## src/verilog/mem_sched_pkg.sv

```systemverilog
package mem_sched_pkg;

  // --------------------------------------------------------------------------
  // Geometry of one channel
  // --------------------------------------------------------------------------
  localparam int NUM_BANKS = 8;
  localparam int BANK_W    = 3;   // Bank select
  localparam int PAGE_W    = 12;  // Row address
  localparam int COL_W     = 6;   // Cache line within a page
  localparam int ADDR_W    = 12;  // Shared row/column bus on DFI
  localparam int DATA_W    = 32;  // One write word per command
  localparam int DFI_CMD_W = 2;

  typedef logic [BANK_W-1:0] bank_t;
  typedef logic [PAGE_W-1:0] page_t;
  typedef logic [COL_W-1:0]  col_t;
  typedef logic [ADDR_W-1:0] addr_t;
  typedef logic [DATA_W-1:0] data_t;

  // Command kinds carried between the sources and the arbiter
  typedef enum logic [1:0] {
    OP_OPEN,
    OP_CLOSE,
    OP_READ,
    OP_WRITE
  } cmd_op_e;

  // Planner steps for one head request
  typedef enum logic [1:0] {
    PL_IDLE,
    PL_CLOSE,
    PL_OPEN,
    PL_FORWARD
  } planner_state_e;

  // --------------------------------------------------------------------------
  // DFI command codes, meaning depends on dfi_phase
  // --------------------------------------------------------------------------
  localparam logic [DFI_CMD_W-1:0] DFI_CMD_NOP   = 2'b00;
  // Page phase
  localparam logic [DFI_CMD_W-1:0] DFI_CMD_CLOSE = 2'b10;
  localparam logic [DFI_CMD_W-1:0] DFI_CMD_OPEN  = 2'b11;
  // Read/write phase
  localparam logic [DFI_CMD_W-1:0] DFI_CMD_READ  = 2'b10;
  localparam logic [DFI_CMD_W-1:0] DFI_CMD_WRITE = 2'b11;

endpackage
```

## src/verilog/sched_cmd_if.sv

```systemverilog
`timescale 1ns/1ps

// One command source offering a command to the DFI phase arbiter
interface sched_cmd_if;
  import mem_sched_pkg::*;

  logic    valid;  // Source has a command, held until ready
  logic    ready;  // Arbiter slot for this source
  cmd_op_e op;
  bank_t   bank;
  addr_t   addr;   // Page or zero-extended column
  data_t   wdata;  // Only meaningful with OP_WRITE

  // Command source side
  modport src (
    output valid, op, bank, addr, wdata,
    input  ready
  );

  // Arbiter side
  modport arb (
    input  valid, op, bank, addr, wdata,
    output ready
  );

endinterface

```

## src/verilog/mem_sched_top.sv

```systemverilog
`timescale 1ns/1ps

module mem_sched_top #(
  parameter int REQ_FIFO_DEPTH = 8,
  parameter int RW_QUEUE_DEPTH = 4
) (
  input  logic                                clk,
  input  logic                                reset,
  // Request port
  input  logic                                req_valid,
  input  logic                                req_write,
  input  mem_sched_pkg::bank_t                req_bank,
  input  mem_sched_pkg::page_t                req_page,
  input  mem_sched_pkg::col_t                 req_col,
  input  mem_sched_pkg::data_t                req_wdata,
  output logic                                req_ready,
  // DFI
  input  logic                                dfi_init_done,
  output logic                                dfi_cs,
  output logic                                dfi_phase,
  output logic [mem_sched_pkg::DFI_CMD_W-1:0] dfi_cmd,
  output mem_sched_pkg::bank_t                dfi_bank,
  output mem_sched_pkg::addr_t                dfi_addr,
  output mem_sched_pkg::data_t                dfi_wdata
);
  import mem_sched_pkg::*;

  // FIFO head toward the planner
  logic                 head_valid;
  logic                 head_write;
  bank_t                head_bank;
  page_t                head_page;
  col_t                 head_col;
  data_t                head_wdata;
  logic                 head_pop;
  // Planner toward the read/write queue
  logic                 q_push;
  logic                 q_push_write;
  bank_t                q_push_bank;
  col_t                 q_push_col;
  data_t                q_push_wdata;
  logic                 rw_full;
  logic [NUM_BANKS-1:0] pending_banks;

  sched_cmd_if page_cmd_bus ();
  sched_cmd_if rw_cmd_bus ();

  request_fifo #(.REQ_FIFO_DEPTH(REQ_FIFO_DEPTH)) u_request_fifo (
    .clk(clk), .reset(reset),
    .push(req_valid), .push_write(req_write), .push_bank(req_bank),
    .push_page(req_page), .push_col(req_col), .push_wdata(req_wdata),
    .ready(req_ready),
    .head_valid(head_valid), .head_write(head_write), .head_bank(head_bank),
    .head_page(head_page), .head_col(head_col), .head_wdata(head_wdata),
    .pop(head_pop)
  );

  page_planner u_page_planner (
    .clk(clk), .reset(reset),
    .head_valid(head_valid), .head_write(head_write), .head_bank(head_bank),
    .head_page(head_page), .head_col(head_col), .head_wdata(head_wdata),
    .pop(head_pop), .page_cmd(page_cmd_bus.src),
    .push(q_push), .push_write(q_push_write), .push_bank(q_push_bank),
    .push_col(q_push_col), .push_wdata(q_push_wdata),
    .rw_full(rw_full), .pending_banks(pending_banks)
  );

  rw_cmd_queue #(.RW_QUEUE_DEPTH(RW_QUEUE_DEPTH)) u_rw_cmd_queue (
    .clk(clk), .reset(reset),
    .push(q_push), .push_write(q_push_write), .push_bank(q_push_bank),
    .push_col(q_push_col), .push_wdata(q_push_wdata),
    .full(rw_full), .pending_banks(pending_banks), .rw_cmd(rw_cmd_bus.src)
  );

  dfi_phase_arbiter u_dfi_phase_arbiter (
    .clk(clk), .reset(reset), .dfi_init_done(dfi_init_done),
    .page_cmd(page_cmd_bus.arb), .rw_cmd(rw_cmd_bus.arb),
    .dfi_cs(dfi_cs), .dfi_phase(dfi_phase), .dfi_cmd(dfi_cmd),
    .dfi_bank(dfi_bank), .dfi_addr(dfi_addr), .dfi_wdata(dfi_wdata)
  );

endmodule

```

## src/verilog/dfi_phase_arbiter.sv

```systemverilog
`timescale 1ns/1ps

module dfi_phase_arbiter (
  input  logic                                  clk,
  input  logic                                  reset,
  input  logic                                  dfi_init_done,
  sched_cmd_if.arb                              page_cmd,
  sched_cmd_if.arb                              rw_cmd,
  output logic                                  dfi_cs,
  output logic                                  dfi_phase,
  output logic [mem_sched_pkg::DFI_CMD_W-1:0]   dfi_cmd,
  output mem_sched_pkg::bank_t                  dfi_bank,
  output mem_sched_pkg::addr_t                  dfi_addr,
  output mem_sched_pkg::data_t                  dfi_wdata
);
  import mem_sched_pkg::*;

  logic    phase;        // 0 page phase, 1 read/write phase
  logic    page_slot;
  logic    rw_slot;
  logic    grant;
  cmd_op_e sel_op;
  bank_t   sel_bank;
  addr_t   sel_addr;
  data_t   sel_wdata;

  // Map a command to its bus code, the phase tells the DRAM which table applies
  function automatic logic [DFI_CMD_W-1:0] encode_op(input cmd_op_e op);
    case (op)
      OP_CLOSE: return DFI_CMD_CLOSE;
      OP_OPEN:  return DFI_CMD_OPEN;
      OP_READ:  return DFI_CMD_READ;
      OP_WRITE: return DFI_CMD_WRITE;
      default:  return DFI_CMD_NOP;
    endcase
  endfunction

  // --------------------------------------------------------------------------
  // Phase toggle, parked in the page phase until init is done
  // --------------------------------------------------------------------------
  always_ff @(posedge clk)
  begin
    if (reset || !dfi_init_done)
      phase <= 1'b0;
    else
      phase <= ~phase;
  end

  assign dfi_phase = phase;

  // One slot per cycle, owned by the source of this phase
  assign page_slot      = dfi_init_done & ~phase;
  assign rw_slot        = dfi_init_done & phase;
  assign page_cmd.ready = page_slot;
  assign rw_cmd.ready   = rw_slot;
  assign grant          = (page_slot & page_cmd.valid) | (rw_slot & rw_cmd.valid);

  // Source mux by phase
  assign sel_op    = phase ? rw_cmd.op    : page_cmd.op;
  assign sel_bank  = phase ? rw_cmd.bank  : page_cmd.bank;
  assign sel_addr  = phase ? rw_cmd.addr  : page_cmd.addr;
  assign sel_wdata = phase ? rw_cmd.wdata : page_cmd.wdata;

  // --------------------------------------------------------------------------
  // Bus drive, quiet unless a command is granted
  // --------------------------------------------------------------------------
  always_comb
  begin
    dfi_cs    = grant;
    dfi_cmd   = grant ? encode_op(sel_op) : DFI_CMD_NOP;
    dfi_bank  = grant ? sel_bank : '0;
    dfi_addr  = grant ? sel_addr : '0;
    dfi_wdata = (grant && (sel_op == OP_WRITE)) ? sel_wdata : '0;  // Data rides with the write
  end

endmodule

```

## src/verilog/rw_cmd_queue.sv

```systemverilog
`timescale 1ns/1ps

module rw_cmd_queue #(
  parameter int RW_QUEUE_DEPTH = 4
) (
  input  logic                                clk,
  input  logic                                reset,
  input  logic                                push,
  input  logic                                push_write,
  input  mem_sched_pkg::bank_t                push_bank,
  input  mem_sched_pkg::col_t                 push_col,
  input  mem_sched_pkg::data_t                push_wdata,
  output logic                                full,
  output logic [mem_sched_pkg::NUM_BANKS-1:0] pending_banks,
  sched_cmd_if.src                            rw_cmd
);
  import mem_sched_pkg::*;

  localparam int PTR_W = (RW_QUEUE_DEPTH > 1) ? $clog2(RW_QUEUE_DEPTH) : 1;

  logic [RW_QUEUE_DEPTH-1:0] slot_busy;           // Entry holds an unissued command
  logic                      q_write [RW_QUEUE_DEPTH];
  bank_t                     q_bank  [RW_QUEUE_DEPTH];
  col_t                      q_col   [RW_QUEUE_DEPTH];
  data_t                     q_wdata [RW_QUEUE_DEPTH];
  logic [PTR_W-1:0]          wr_ptr;
  logic [PTR_W-1:0]          rd_ptr;
  logic                      wr_en;
  logic                      rd_en;

  assign full  = slot_busy[wr_ptr];               // Next slot still in use
  assign wr_en = push & ~full;
  assign rd_en = rw_cmd.valid & rw_cmd.ready;     // Issued on the DFI bus

  always_ff @(posedge clk)
  begin
    if (reset)
    begin
      slot_busy <= '0;
      wr_ptr    <= '0;
      rd_ptr    <= '0;
    end
    else
    begin
      if (wr_en)
      begin
        slot_busy[wr_ptr] <= 1'b1;
        wr_ptr <= (wr_ptr == PTR_W'(RW_QUEUE_DEPTH - 1)) ? '0 : wr_ptr + 1'b1;
      end
      if (rd_en)
      begin
        slot_busy[rd_ptr] <= 1'b0;
        rd_ptr <= (rd_ptr == PTR_W'(RW_QUEUE_DEPTH - 1)) ? '0 : rd_ptr + 1'b1;
      end
    end
  end

  always_ff @(posedge clk)
  begin
    if (wr_en)
    begin
      q_write[wr_ptr] <= push_write;
      q_bank[wr_ptr]  <= push_bank;
      q_col[wr_ptr]   <= push_col;
      q_wdata[wr_ptr] <= push_wdata;
    end
  end

  // Banks with a queued access, the planner may not close these
  always_comb
  begin
    pending_banks = '0;
    for (int i = 0; i < RW_QUEUE_DEPTH; i++)
      if (slot_busy[i])
        pending_banks[q_bank[i]] = 1'b1;
  end

  // --------------------------------------------------------------------------
  // Head offer, one cycle after its push
  // --------------------------------------------------------------------------
  assign rw_cmd.valid = slot_busy[rd_ptr];
  assign rw_cmd.op    = q_write[rd_ptr] ? OP_WRITE : OP_READ;
  assign rw_cmd.bank  = q_bank[rd_ptr];
  assign rw_cmd.addr  = {{(ADDR_W - COL_W){1'b0}}, q_col[rd_ptr]};  // Column in low bits
  assign rw_cmd.wdata = q_write[rd_ptr] ? q_wdata[rd_ptr] : '0;

endmodule

```

## src/verilog/page_planner.sv

```systemverilog
`timescale 1ns/1ps

module page_planner (
  input  logic                                   clk,
  input  logic                                   reset,
  // Request FIFO head
  input  logic                                   head_valid,
  input  logic                                   head_write,
  input  mem_sched_pkg::bank_t                   head_bank,
  input  mem_sched_pkg::page_t                   head_page,
  input  mem_sched_pkg::col_t                    head_col,
  input  mem_sched_pkg::data_t                   head_wdata,
  output logic                                   pop,
  // Page commands toward the arbiter
  sched_cmd_if.src                               page_cmd,
  // Read/write queue
  output logic                                   push,
  output logic                                   push_write,
  output mem_sched_pkg::bank_t                   push_bank,
  output mem_sched_pkg::col_t                    push_col,
  output mem_sched_pkg::data_t                   push_wdata,
  input  logic                                   rw_full,
  input  logic [mem_sched_pkg::NUM_BANKS-1:0]    pending_banks
);
  import mem_sched_pkg::*;

  planner_state_e         state;
  planner_state_e         state_nxt;
  logic [NUM_BANKS-1:0]   open_valid;               // Bank has a page open
  page_t                  open_page [NUM_BANKS];    // Which page, valid only with open_valid
  logic                   page_hit;
  logic                   page_grant;

  assign page_hit   = open_valid[head_bank] && (open_page[head_bank] == head_page);
  assign page_grant = page_cmd.valid & page_cmd.ready;   // Arbiter took the page command

  // Head fields go to the queue unchanged
  assign push_write = head_write;
  assign push_bank  = head_bank;
  assign push_col   = head_col;
  assign push_wdata = head_wdata;

  // --------------------------------------------------------------------------
  // Next state and command offer
  // --------------------------------------------------------------------------
  always_comb
  begin
    state_nxt      = state;
    page_cmd.valid = 1'b0;
    page_cmd.op    = OP_OPEN;
    page_cmd.bank  = head_bank;
    page_cmd.addr  = head_page;           // New page for an open
    page_cmd.wdata = '0;                  // Page commands carry no data
    push           = 1'b0;
    pop            = 1'b0;
    case (state)
      PL_IDLE:
      begin
        if (head_valid)
        begin
          if (page_hit)
            state_nxt = PL_FORWARD;       // Row already open
          else if (open_valid[head_bank])
            state_nxt = PL_CLOSE;         // Other row open in this bank
          else
            state_nxt = PL_OPEN;          // Bank closed
        end
      end
      PL_CLOSE:
      begin
        // Hold off until no queued read/write still targets the old row
        page_cmd.valid = !pending_banks[head_bank];
        page_cmd.op    = OP_CLOSE;
        page_cmd.addr  = open_page[head_bank];
        if (page_grant)
          state_nxt = PL_OPEN;
      end
      PL_OPEN:
      begin
        page_cmd.valid = 1'b1;
        if (page_grant)
          state_nxt = PL_FORWARD;
      end
      PL_FORWARD:
      begin
        if (!rw_full)
        begin
          push      = 1'b1;               // Hand the access to the queue
          pop       = 1'b1;               // and retire the request
          state_nxt = PL_IDLE;
        end
      end
      default: state_nxt = PL_IDLE;
    endcase
  end

  always_ff @(posedge clk)
  begin
    if (reset)
      state <= PL_IDLE;
    else
      state <= state_nxt;
  end

  // --------------------------------------------------------------------------
  // Open-page table, updated when a page command is granted
  // --------------------------------------------------------------------------
  always_ff @(posedge clk)
  begin
    if (reset)
      open_valid <= '0;                   // All banks closed
    else if (page_grant)
      open_valid[head_bank] <= (page_cmd.op == OP_OPEN);
  end

  always_ff @(posedge clk)
  begin
    if (page_grant && (page_cmd.op == OP_OPEN))
      open_page[head_bank] <= head_page;
  end

endmodule

```

## src/verilog/request_fifo.sv

```systemverilog
`timescale 1ns/1ps

module request_fifo #(
  parameter int REQ_FIFO_DEPTH = 8
) (
  input  logic                 clk,
  input  logic                 reset,
  input  logic                 push,         // Raw req_valid from the port
  input  logic                 push_write,
  input  mem_sched_pkg::bank_t push_bank,
  input  mem_sched_pkg::page_t push_page,
  input  mem_sched_pkg::col_t  push_col,
  input  mem_sched_pkg::data_t push_wdata,
  output logic                 ready,
  output logic                 head_valid,
  output logic                 head_write,
  output mem_sched_pkg::bank_t head_bank,
  output mem_sched_pkg::page_t head_page,
  output mem_sched_pkg::col_t  head_col,
  output mem_sched_pkg::data_t head_wdata,
  input  logic                 pop
);
  import mem_sched_pkg::*;

  localparam int PTR_W       = (REQ_FIFO_DEPTH > 1) ? $clog2(REQ_FIFO_DEPTH) : 1;
  localparam int CNT_W       = $clog2(REQ_FIFO_DEPTH + 1);
  localparam int ALMOST_FULL = REQ_FIFO_DEPTH - 2;  // Leaves room for the lag of ready

  logic             mem_write [REQ_FIFO_DEPTH];
  bank_t            mem_bank  [REQ_FIFO_DEPTH];
  page_t            mem_page  [REQ_FIFO_DEPTH];
  col_t             mem_col   [REQ_FIFO_DEPTH];
  data_t            mem_wdata [REQ_FIFO_DEPTH];
  logic [PTR_W-1:0] wr_ptr;
  logic [PTR_W-1:0] rd_ptr;
  logic [CNT_W-1:0] count;
  logic             wr_en;
  logic             rd_en;

  assign wr_en = push & ready;        // Accepted request, valid and ready together
  assign rd_en = pop & head_valid;

  // --------------------------------------------------------------------------
  // Pointers, occupancy and registered ready
  // --------------------------------------------------------------------------
  always_ff @(posedge clk)
  begin
    if (reset)
    begin
      wr_ptr <= '0;
      rd_ptr <= '0;
      count  <= '0;
      ready  <= 1'b0;                 // Rises on the first cycle after reset
    end
    else
    begin
      if (wr_en)
        wr_ptr <= (wr_ptr == PTR_W'(REQ_FIFO_DEPTH - 1)) ? '0 : wr_ptr + 1'b1;
      if (rd_en)
        rd_ptr <= (rd_ptr == PTR_W'(REQ_FIFO_DEPTH - 1)) ? '0 : rd_ptr + 1'b1;
      case ({wr_en, rd_en})
        2'b10:   count <= count + 1'b1;
        2'b01:   count <= count - 1'b1;
        default: count <= count;      // Idle or push with pop
      endcase
      ready <= (count < CNT_W'(ALMOST_FULL));
    end
  end

  // Storage
  always_ff @(posedge clk)
  begin
    if (wr_en)
    begin
      mem_write[wr_ptr] <= push_write;
      mem_bank[wr_ptr]  <= push_bank;
      mem_page[wr_ptr]  <= push_page;
      mem_col[wr_ptr]   <= push_col;
      mem_wdata[wr_ptr] <= push_wdata;
    end
  end

  // Head is visible the cycle after the push
  assign head_valid = (count != '0);
  assign head_write = mem_write[rd_ptr];
  assign head_bank  = mem_bank[rd_ptr];
  assign head_page  = mem_page[rd_ptr];
  assign head_col   = mem_col[rd_ptr];
  assign head_wdata = mem_wdata[rd_ptr];

endmodule

```

## config.mk

```make
export PLATFORM = sky130hd
export DESIGN_NAME = mem_sched_top
export DESIGN_NICKNAME = d
export VERILOG_FILES = /design/src/verilog/mem_sched_pkg.sv /design/src/verilog/sched_cmd_if.sv /design/src/verilog/mem_sched_top.sv /design/src/verilog/dfi_phase_arbiter.sv /design/src/verilog/rw_cmd_queue.sv /design/src/verilog/page_planner.sv /design/src/verilog/request_fifo.sv
export SDC_FILE = /design/constraint.sdc
export NUM_CORES = 1
export LEC_CHECK = 0
export BUFFER_PORTS_ARGS = -buffer_cell sky130_fd_sc_hd__clkbuf_2
export CAP_MARGIN = 20
export CORE_MARGIN = 2
export CORE_UTILIZATION = 60
export CTS_BUF_LIST = sky130_fd_sc_hd__clkbuf_8
export DETAILED_ROUTE_END_ITERATION = 10
export GPL_ROUTABILITY_DRIVEN = 0
export PLACE_DENSITY = 0.89
export SLEW_MARGIN = 5
export SYNTH_ARGS = -nofsm -noshare
export SYNTH_HDL_FRONTEND = slang
export SYNTH_SLANG_ARGS = --single-unit
```

## constraint.sdc

```tcl
create_clock -name clk -period 7.54 [get_ports clk]
set_clock_uncertainty 0.05 [all_clocks]
set_input_delay 0.377 -clock clk [delete_from_list [all_inputs] [get_ports clk]]
set_output_delay 0.377 -clock clk [all_outputs]
set_load 0.02 [all_outputs]
```

# --- After elaboration in Yosys (flattened, before gate mapping) ---
# Memories as Yosys holds them, arrays and structs flattened. A register that Yosys moved wholly into a read port is not among the register bits.
# Cells that the tools add are included.
classes:
  add_sub_neg: 6
  n_lt_le_gt_ge: 15
  eq_ne: 17
  muxes: 82
  bitwise: 16
  reduce_logical: 21
ops:
  columns: ["cell", "n"]
  rows:
  - ["32-bit 2-to-1 mux", 3]
  - ["3-bit 2-to-1 mux", 14]
  - ["12-bit 2-to-1 mux", 3]
  - ["2-bit 2-to-1 mux", 18]
  - ["8-bit 2-to-1 mux", 4]
  - ["8-bit bitwise OR", 3]
  - ["1-bit 2-to-1 mux", 21]
  - ["3-bit by 4-bit < comparator with 1-bit output, second input constant", 5]
  - ["1-bit demux with 3-bit select", 5]
  - ["3-bit by 1-bit >= comparator with 1-bit output, second input constant", 5]
  - ["2-bit equality test, second input constant", 7]
  - ["12-bit equality test", 1]
  - ["4-bit 2-to-1 mux", 3]
  - ["1-bit logical AND", 10]
  - ["8-bit bitwise mux", 1]
  - ["2-bit one-hot mux with 4 select lines", 1]
  - ["4-bit one-hot mux with 2 select lines", 1]
  - ["1-bit AND", 7]
  - ["3-bit by 1-bit adder with 3-bit output, second input constant", 2]
  - ["1-bit binary-select mux with 3-bit select", 2]
  - ["2-bit by 1-bit equality test with 1-bit output, second input constant", 3]
  - ["3-bit equality test, second input constant", 2]
  - ["2-bit zero test", 3]
  - ["2-bit by 3-bit < comparator with 1-bit output, second input constant", 2]
  - ["22 further kinds", 31]
totals:
  register_bits: 30
  ramBits: 696
  in_bits: 58
  out_inout_bits: 52
  elab_cells: 177
  mem_count: 10
mem_list:
  columns: ["name", "depth", "word_bits", "rd", "rd_clocked_by_memory_dff", "write_ports", "line", "source"]
  rows:
  - ["u_request_fifo.mem_wdata", 8, 32, 1, 1, 1, "request_fifo.sv:33", "data_t mem_wdata [REQ_FIFO_DEPTH];"]
  - ["u_rw_cmd_queue.q_wdata", 4, 32, 1, 1, 1, "rw_cmd_queue.sv:25", "data_t q_wdata [RW_QUEUE_DEPTH];"]
  - ["u_page_planner.open_page", 8, 12, 1, 0, 1, "page_planner.sv:30", "page_t open_page [NUM_BANKS];"]
  - ["u_request_fifo.mem_page", 8, 12, 1, 1, 1, "request_fifo.sv:31", "page_t mem_page [REQ_FIFO_DEPTH];"]
  - ["u_request_fifo.mem_col", 8, 6, 1, 1, 1, "request_fifo.sv:32", "col_t mem_col [REQ_FIFO_DEPTH];"]
  - ["u_request_fifo.mem_bank", 8, 3, 1, 1, 1, "request_fifo.sv:30", "bank_t mem_bank [REQ_FIFO_DEPTH];"]
  - ["4 more memories", null, null, null, null, null, null, null]

# --- Longest topological paths before layout ---
# An unclocked memory read counts as a cell.
depth:
  depth_word: 20
  mapped_depth: 14
  mapped_depth_nobuf: 11

# --- Hierarchy ---
# Synthesis repeated with hierarchy kept, for this count alone.
unflattened:
  hier_cells: 1581
  hier_area_um2: 30540.5
modules_own_cells:
  columns: ["module", "n_inst", "cells_per_inst", "area_each_um2", "seq_area_each_um2"]
  rows:
  - ["request_fifo", 1, 702, 16854.9, 13252.7]
  - ["rw_cmd_queue", 1, 382, 7404.6, 5245.0]
  - ["page_planner", 1, 375, 5348.9, 3083.0]
  - ["dfi_phase_arbiter", 1, 122, 932.1, 20.0]

# --- Least setup slack after synthesis ---
# OpenSTA, ideal clock, no wires.
synth_timing:
  path_type: "reg-to-reg"
  startpoint: "register u_request_fifo.ready"
  endpoint: "memory u_request_fifo.mem_bank[0][0] in the netlist's numbering, enable pin"
  setup_time_ps: 600
  arrival_time_ps: 5864
  t_required_ps: 6890
  slack_ps: 1026
  path_stages_with_launch: 3
  n_path_buf: 0
  period_less_slack_ps: 6514
  path_cell_list: "dfxtp_1 -> nand2_1 -> nor4_1"
synth_between:
  elab_chain_len: 3
synth_lines:
  columns: ["item", "line", "source"]
  rows:
  - ["from (decl)", "request_fifo.sv:14", "output logic ready,"]
  - ["from (signal assigned)", "request_fifo.sv:66", "ready <= (count < CNT_W'(ALMOST_FULL));"]
  - ["1-bit AND", "request_fifo.sv:40", "assign wr_en = push & ready;"]
  - ["1-bit 2-to-1 mux", "request_fifo.sv:73", "if (wr_en)"]
  - ["1-bit 2-to-1 mux (implied by the code)", "request_fifo.sv:76", "mem_bank[wr_ptr] <= push_bank;"]
  - ["to (decl)", "request_fifo.sv:30", null]
# Every way passes these cells.

==> results.json <==
{
  "status": "finished clean",
  "clock_sinks": 731,
  "cts-htree-levels": 3,
  "placement_rows": 80,
  "cp_max_fo": 53,
  "drtAntennaViolNets": 0,
  "final_cells": 2414,
  "start_util": 0.606,
  "wirelength_mm": 67.6,
  "grt_pass1_wl_mm": 101,
  "grt_pass1_vias": 16200,
  "fin_util": 0.687,
  "hold_end": "u_page_planner.open_valid[5]",
  "port_buffers": 109,
  "report.final.slew_viol_count": 0,
  "dp.cells": 2159,
  "vdd_ir_drop_max_v": 0.000137,
  "combinationalPowerShare": 0.060,
  "synth_top_area_share": 0.726,
  "n_fill_cell": 2670,
  "vias": 15800,
  "crit_type": "flip-flop to output port",
  "dieHeight_um": 223,
  "fin_crit_sh": 0.765,
  "async_flop_share": 0,
  "ios": 110,
  "arrival_ns": 5.34,
  "drt-met1-wl_mm": 24.4,
  "dpl.hpwl_mm": 35.9,
  "die_area_um2": 49800,
  "drive_above_1_share": 0.279,
  "r2r_cells": 10,
  "yosys.area.top_type": "edfxtp_1",
  "wl_met3_mm": 6.67,
  "fmax_ghz": 0.173,
  "synthFlopType": "edfxtp_1",
  "swShare": 0.231,
  "p_sw_uw": 1890,
  "grtUsageTotal": 0.277,
  "clk_pin_slew_ns": 0.07,
  "clock_power_share": 0.386,
  "wl_per_cell_um": 28.0,
  "p_leak_uw": 0.0106,
  "dr.pass1.iters": 6,
  "setup_tns_ns": 0,
  "fin_nets": 1788,
  "syn2layout_area_growth_pct": 13.5,
  "syn_nets": 1569,
  "routed.top_layer": "met5",
  "synth.yosys.seq_area_share": 0.750,
  "hold_path.class": "input pin to flip-flop",
  "synth_seq_cells": 731,
  "cts_buffers": 107,
  "synth-edff-count": 696,
  "core_um2": 47500,
  "cellInternalPower_uw": 6300,
  "r2r_slack_ns": 2.39,
  "yosysUniqueCellTypes": 63,
  "cp-start-kind": "flip-flop",
  "setup_viol_count_final": 0,
  "slew_headroom": 0.277,
  "yosysWarnings": 0,
  "min_period_ns": 5.77,
  "reg2reg_to": "u_page_planner.open_page[4][11]",
  "ys_top_cells_by_area": "edfxtp_1 (73%), mux4_2 (12%), dfxtp_1 (2.4%)",
  "power_density_nw_per_um2": 251,
  "grt_max_degree": 71,
  "drt_iter0_markers": 2033,
  "min_from": "reset",
  "avgSynthCellArea_um2": 19.3,
  "fin_hold_ws_ns": 0.275,
  "synth_cells": 1490,
  "pwr-share-seq": 0.554,
  "root_buffer": "clkbuf_8",
  "fp.dieW_um": 223,
  "netlist_area_um2": 28800,
  "antenna_found_initial": 4,
  "tightest_slew_ns": 1.08,
  "end_kind": "output port",
  "via_per_inst": 6.56,
  "grt-ovfl-total": 0,
  "cap_violations": 0,
  "cts_max_path_buffers": 3,
  "wl_met2_mm": 34.0,
  "critPathRequiredTime_ns": 7.11,
  "cts_tree": "done",
  "clk_latency_ns": 0.71,
  "grt_setup_unrepaired": "no",
  "hold_viol": 0,
  "post-layout-total-power_uw": 8190,
  "drc": 0,
  "holdPathStages": 2
}
per-layer routing:
layer | up-vias | GRT usage
met5 | - | 0
met4 | 6 | 0.120
met3 | 199 | 0.0565
met2 | 1158 | 0.459
met1 | 8021 | 0.361
li1 | 6451 | -
power by group through the flow:
stage / Combinational (µW) / Sequential [µW] / Clock [µW]
floorplan: 307 / 4610 / 0
global placement: 427 / 4610 / 0
detailed placement: 450 / 4620 / 0
CTS: 481 / 4540 / 3170
global route: 522 / 4540 / 3350
finish: 489 / 4540 / 3160
metrics by stage:
step | setup slack (ns) | area (µm²)
global placement | 2.64 | 30000
detailed placement | 2.42 | 30000
CTS | 1.70 | 32700
global route | 1.28 | 32700
floorplan | 1.03 | 28800
finish | 1.77 | 32700
flip-flops by register name, indices dropped and copies added (netlist names), 12 cells and up, named ones only:
name	count
u_rw_cmd_queue.q_wdata	128
u_page_planner.open_page	96
u_request_fifo.mem_page	96
u_request_fifo.mem_col	48
u_rw_cmd_queue.q_col	24
u_rw_cmd_queue.q_bank	12
u_request_fifo.mem_wdata	256
u_request_fifo.mem_bank	24
cell type report:
class	instances	area, µm²	share of cell area
well taps	615	769	0.0236
clock inverters	87	572	0.0175
multi-input cells	666	6850	0.210
clock buffers	111	1530	0.0468
inverters	16	60.1	0.00184
flip-flops and latches	731	21600	0.662
diodes	1	2.50	0.0000766
repair buffers	187	1270	0.0389
cells by family after synthesis:
logic type | after synthesis | synth area share
XOR/XNOR | 15 | 0.00456
buffers and inverters | 93 | 0.0136
adder cells (fa/ha/maj) | 21 | 0.00939
AO/OA/AOI/OAI | 94 | 0.0234
multiplexers | 230 | 0.148
flip-flops | 731 | 0.750
AND/OR/NAND/NOR | 306 | 0.0513
cells in the final DEF, fill, tap and decap left out, types with 3 or more instances in the layout:
master / instances
nand3_1: 27
mux4_2: 149
nor2b_1: 36
mux2_2: 52
o221ai_1: 3
clkbuf_8: 111
inv_1: 47
dfxtp_4: 3
dlygate4sd3_1: 56
clkinvlp_4: 3
a21oi_1: 24
o211ai_1: 4
nor4_1: 3
nand2b_1: 11
inv_2: 3
nor3_1: 13
a211oi_1: 22
ha_1: 20
nor3_2: 7
nor3b_1: 3
nand2_1: 100
clkinv_2: 10
bufinv_16: 7
xor2_1: 11
a32oi_1: 14
edfxtp_1: 696
o22ai_1: 4
buf_4: 22
and2_2: 4
dfxtp_1: 30
mux2i_1: 27
clkbuf_2: 109
nand4_1: 10
nor2_1: 72
nor2_4: 3
xnor2_1: 4
a31oi_1: 4
clkinv_1: 28
worst max path at each step:
stage                                    start                               to  slack, ns  cells after the start
after global routing                 flip-flop                      dfi_addr[4]       1.28                     13
after detailed placement             flip-flop  u_page_planner.open_page[4][11]       2.42                     10
after floorplan           u_request_fifo.ready    u_request_fifo.mem_bank[0][0]       1.03                      2
final                                flip-flop                      dfi_addr[4]       1.77                     13
after global placement               flip-flop                      dfi_addr[0]       2.64                     13
after CTS                            flip-flop                      dfi_addr[4]       1.70                     13
synthesized netlist by cell type (3+ instances only):
cell	instances
xor2_1	11
and2_1	4
inv_1	13
a21oi_1	24
mux2i_1	27
o211ai_1	4
buf_2	15
o221ai_1	3
ha_1	20
a31oi_1	4
a211oi_1	22
dfxtp_1	35
mux4_2	149
nor2_1	75
nor2b_1	36
nor3_1	17
a32oi_1	14
nand3_1	27
xnor2_1	4
nand4_1	10
nand2_1	100
nand2b_1	11
inv_2	3
clkbuf_1	46
nor3b_1	3
mux2_2	52
buf_1	12
o22ai_1	4
nor4_1	4
edfxtp_1	696
nor3_2	3
critical path, cell delays in order, from the launching register on:
cell and delay [ns]:
dfxtp_4 0.60, buf_4 0.74, nor2_1 0.11, a22oi_1 0.21
nand2_2 0.55, inv_2 0.47, buf_4 0.58, mux2i_1 0.17
a32oi_1 0.23, nand2_1 0.13, a211oi_1 0.36, a21oi_1 0.08
nor2_1 0.15, clkbuf_2 0.19
repair_timing:
| item | in CTS | in global routing |
|---|---|---|
| gates resized for setup | 0 | 0 |
| hold endpoints to repair | 435 | 0 |
| hold buffers | 56 | 0 |
| setup buffers | 0 | 0 |
Note: power is estimated with default switching activity, not from simulation.
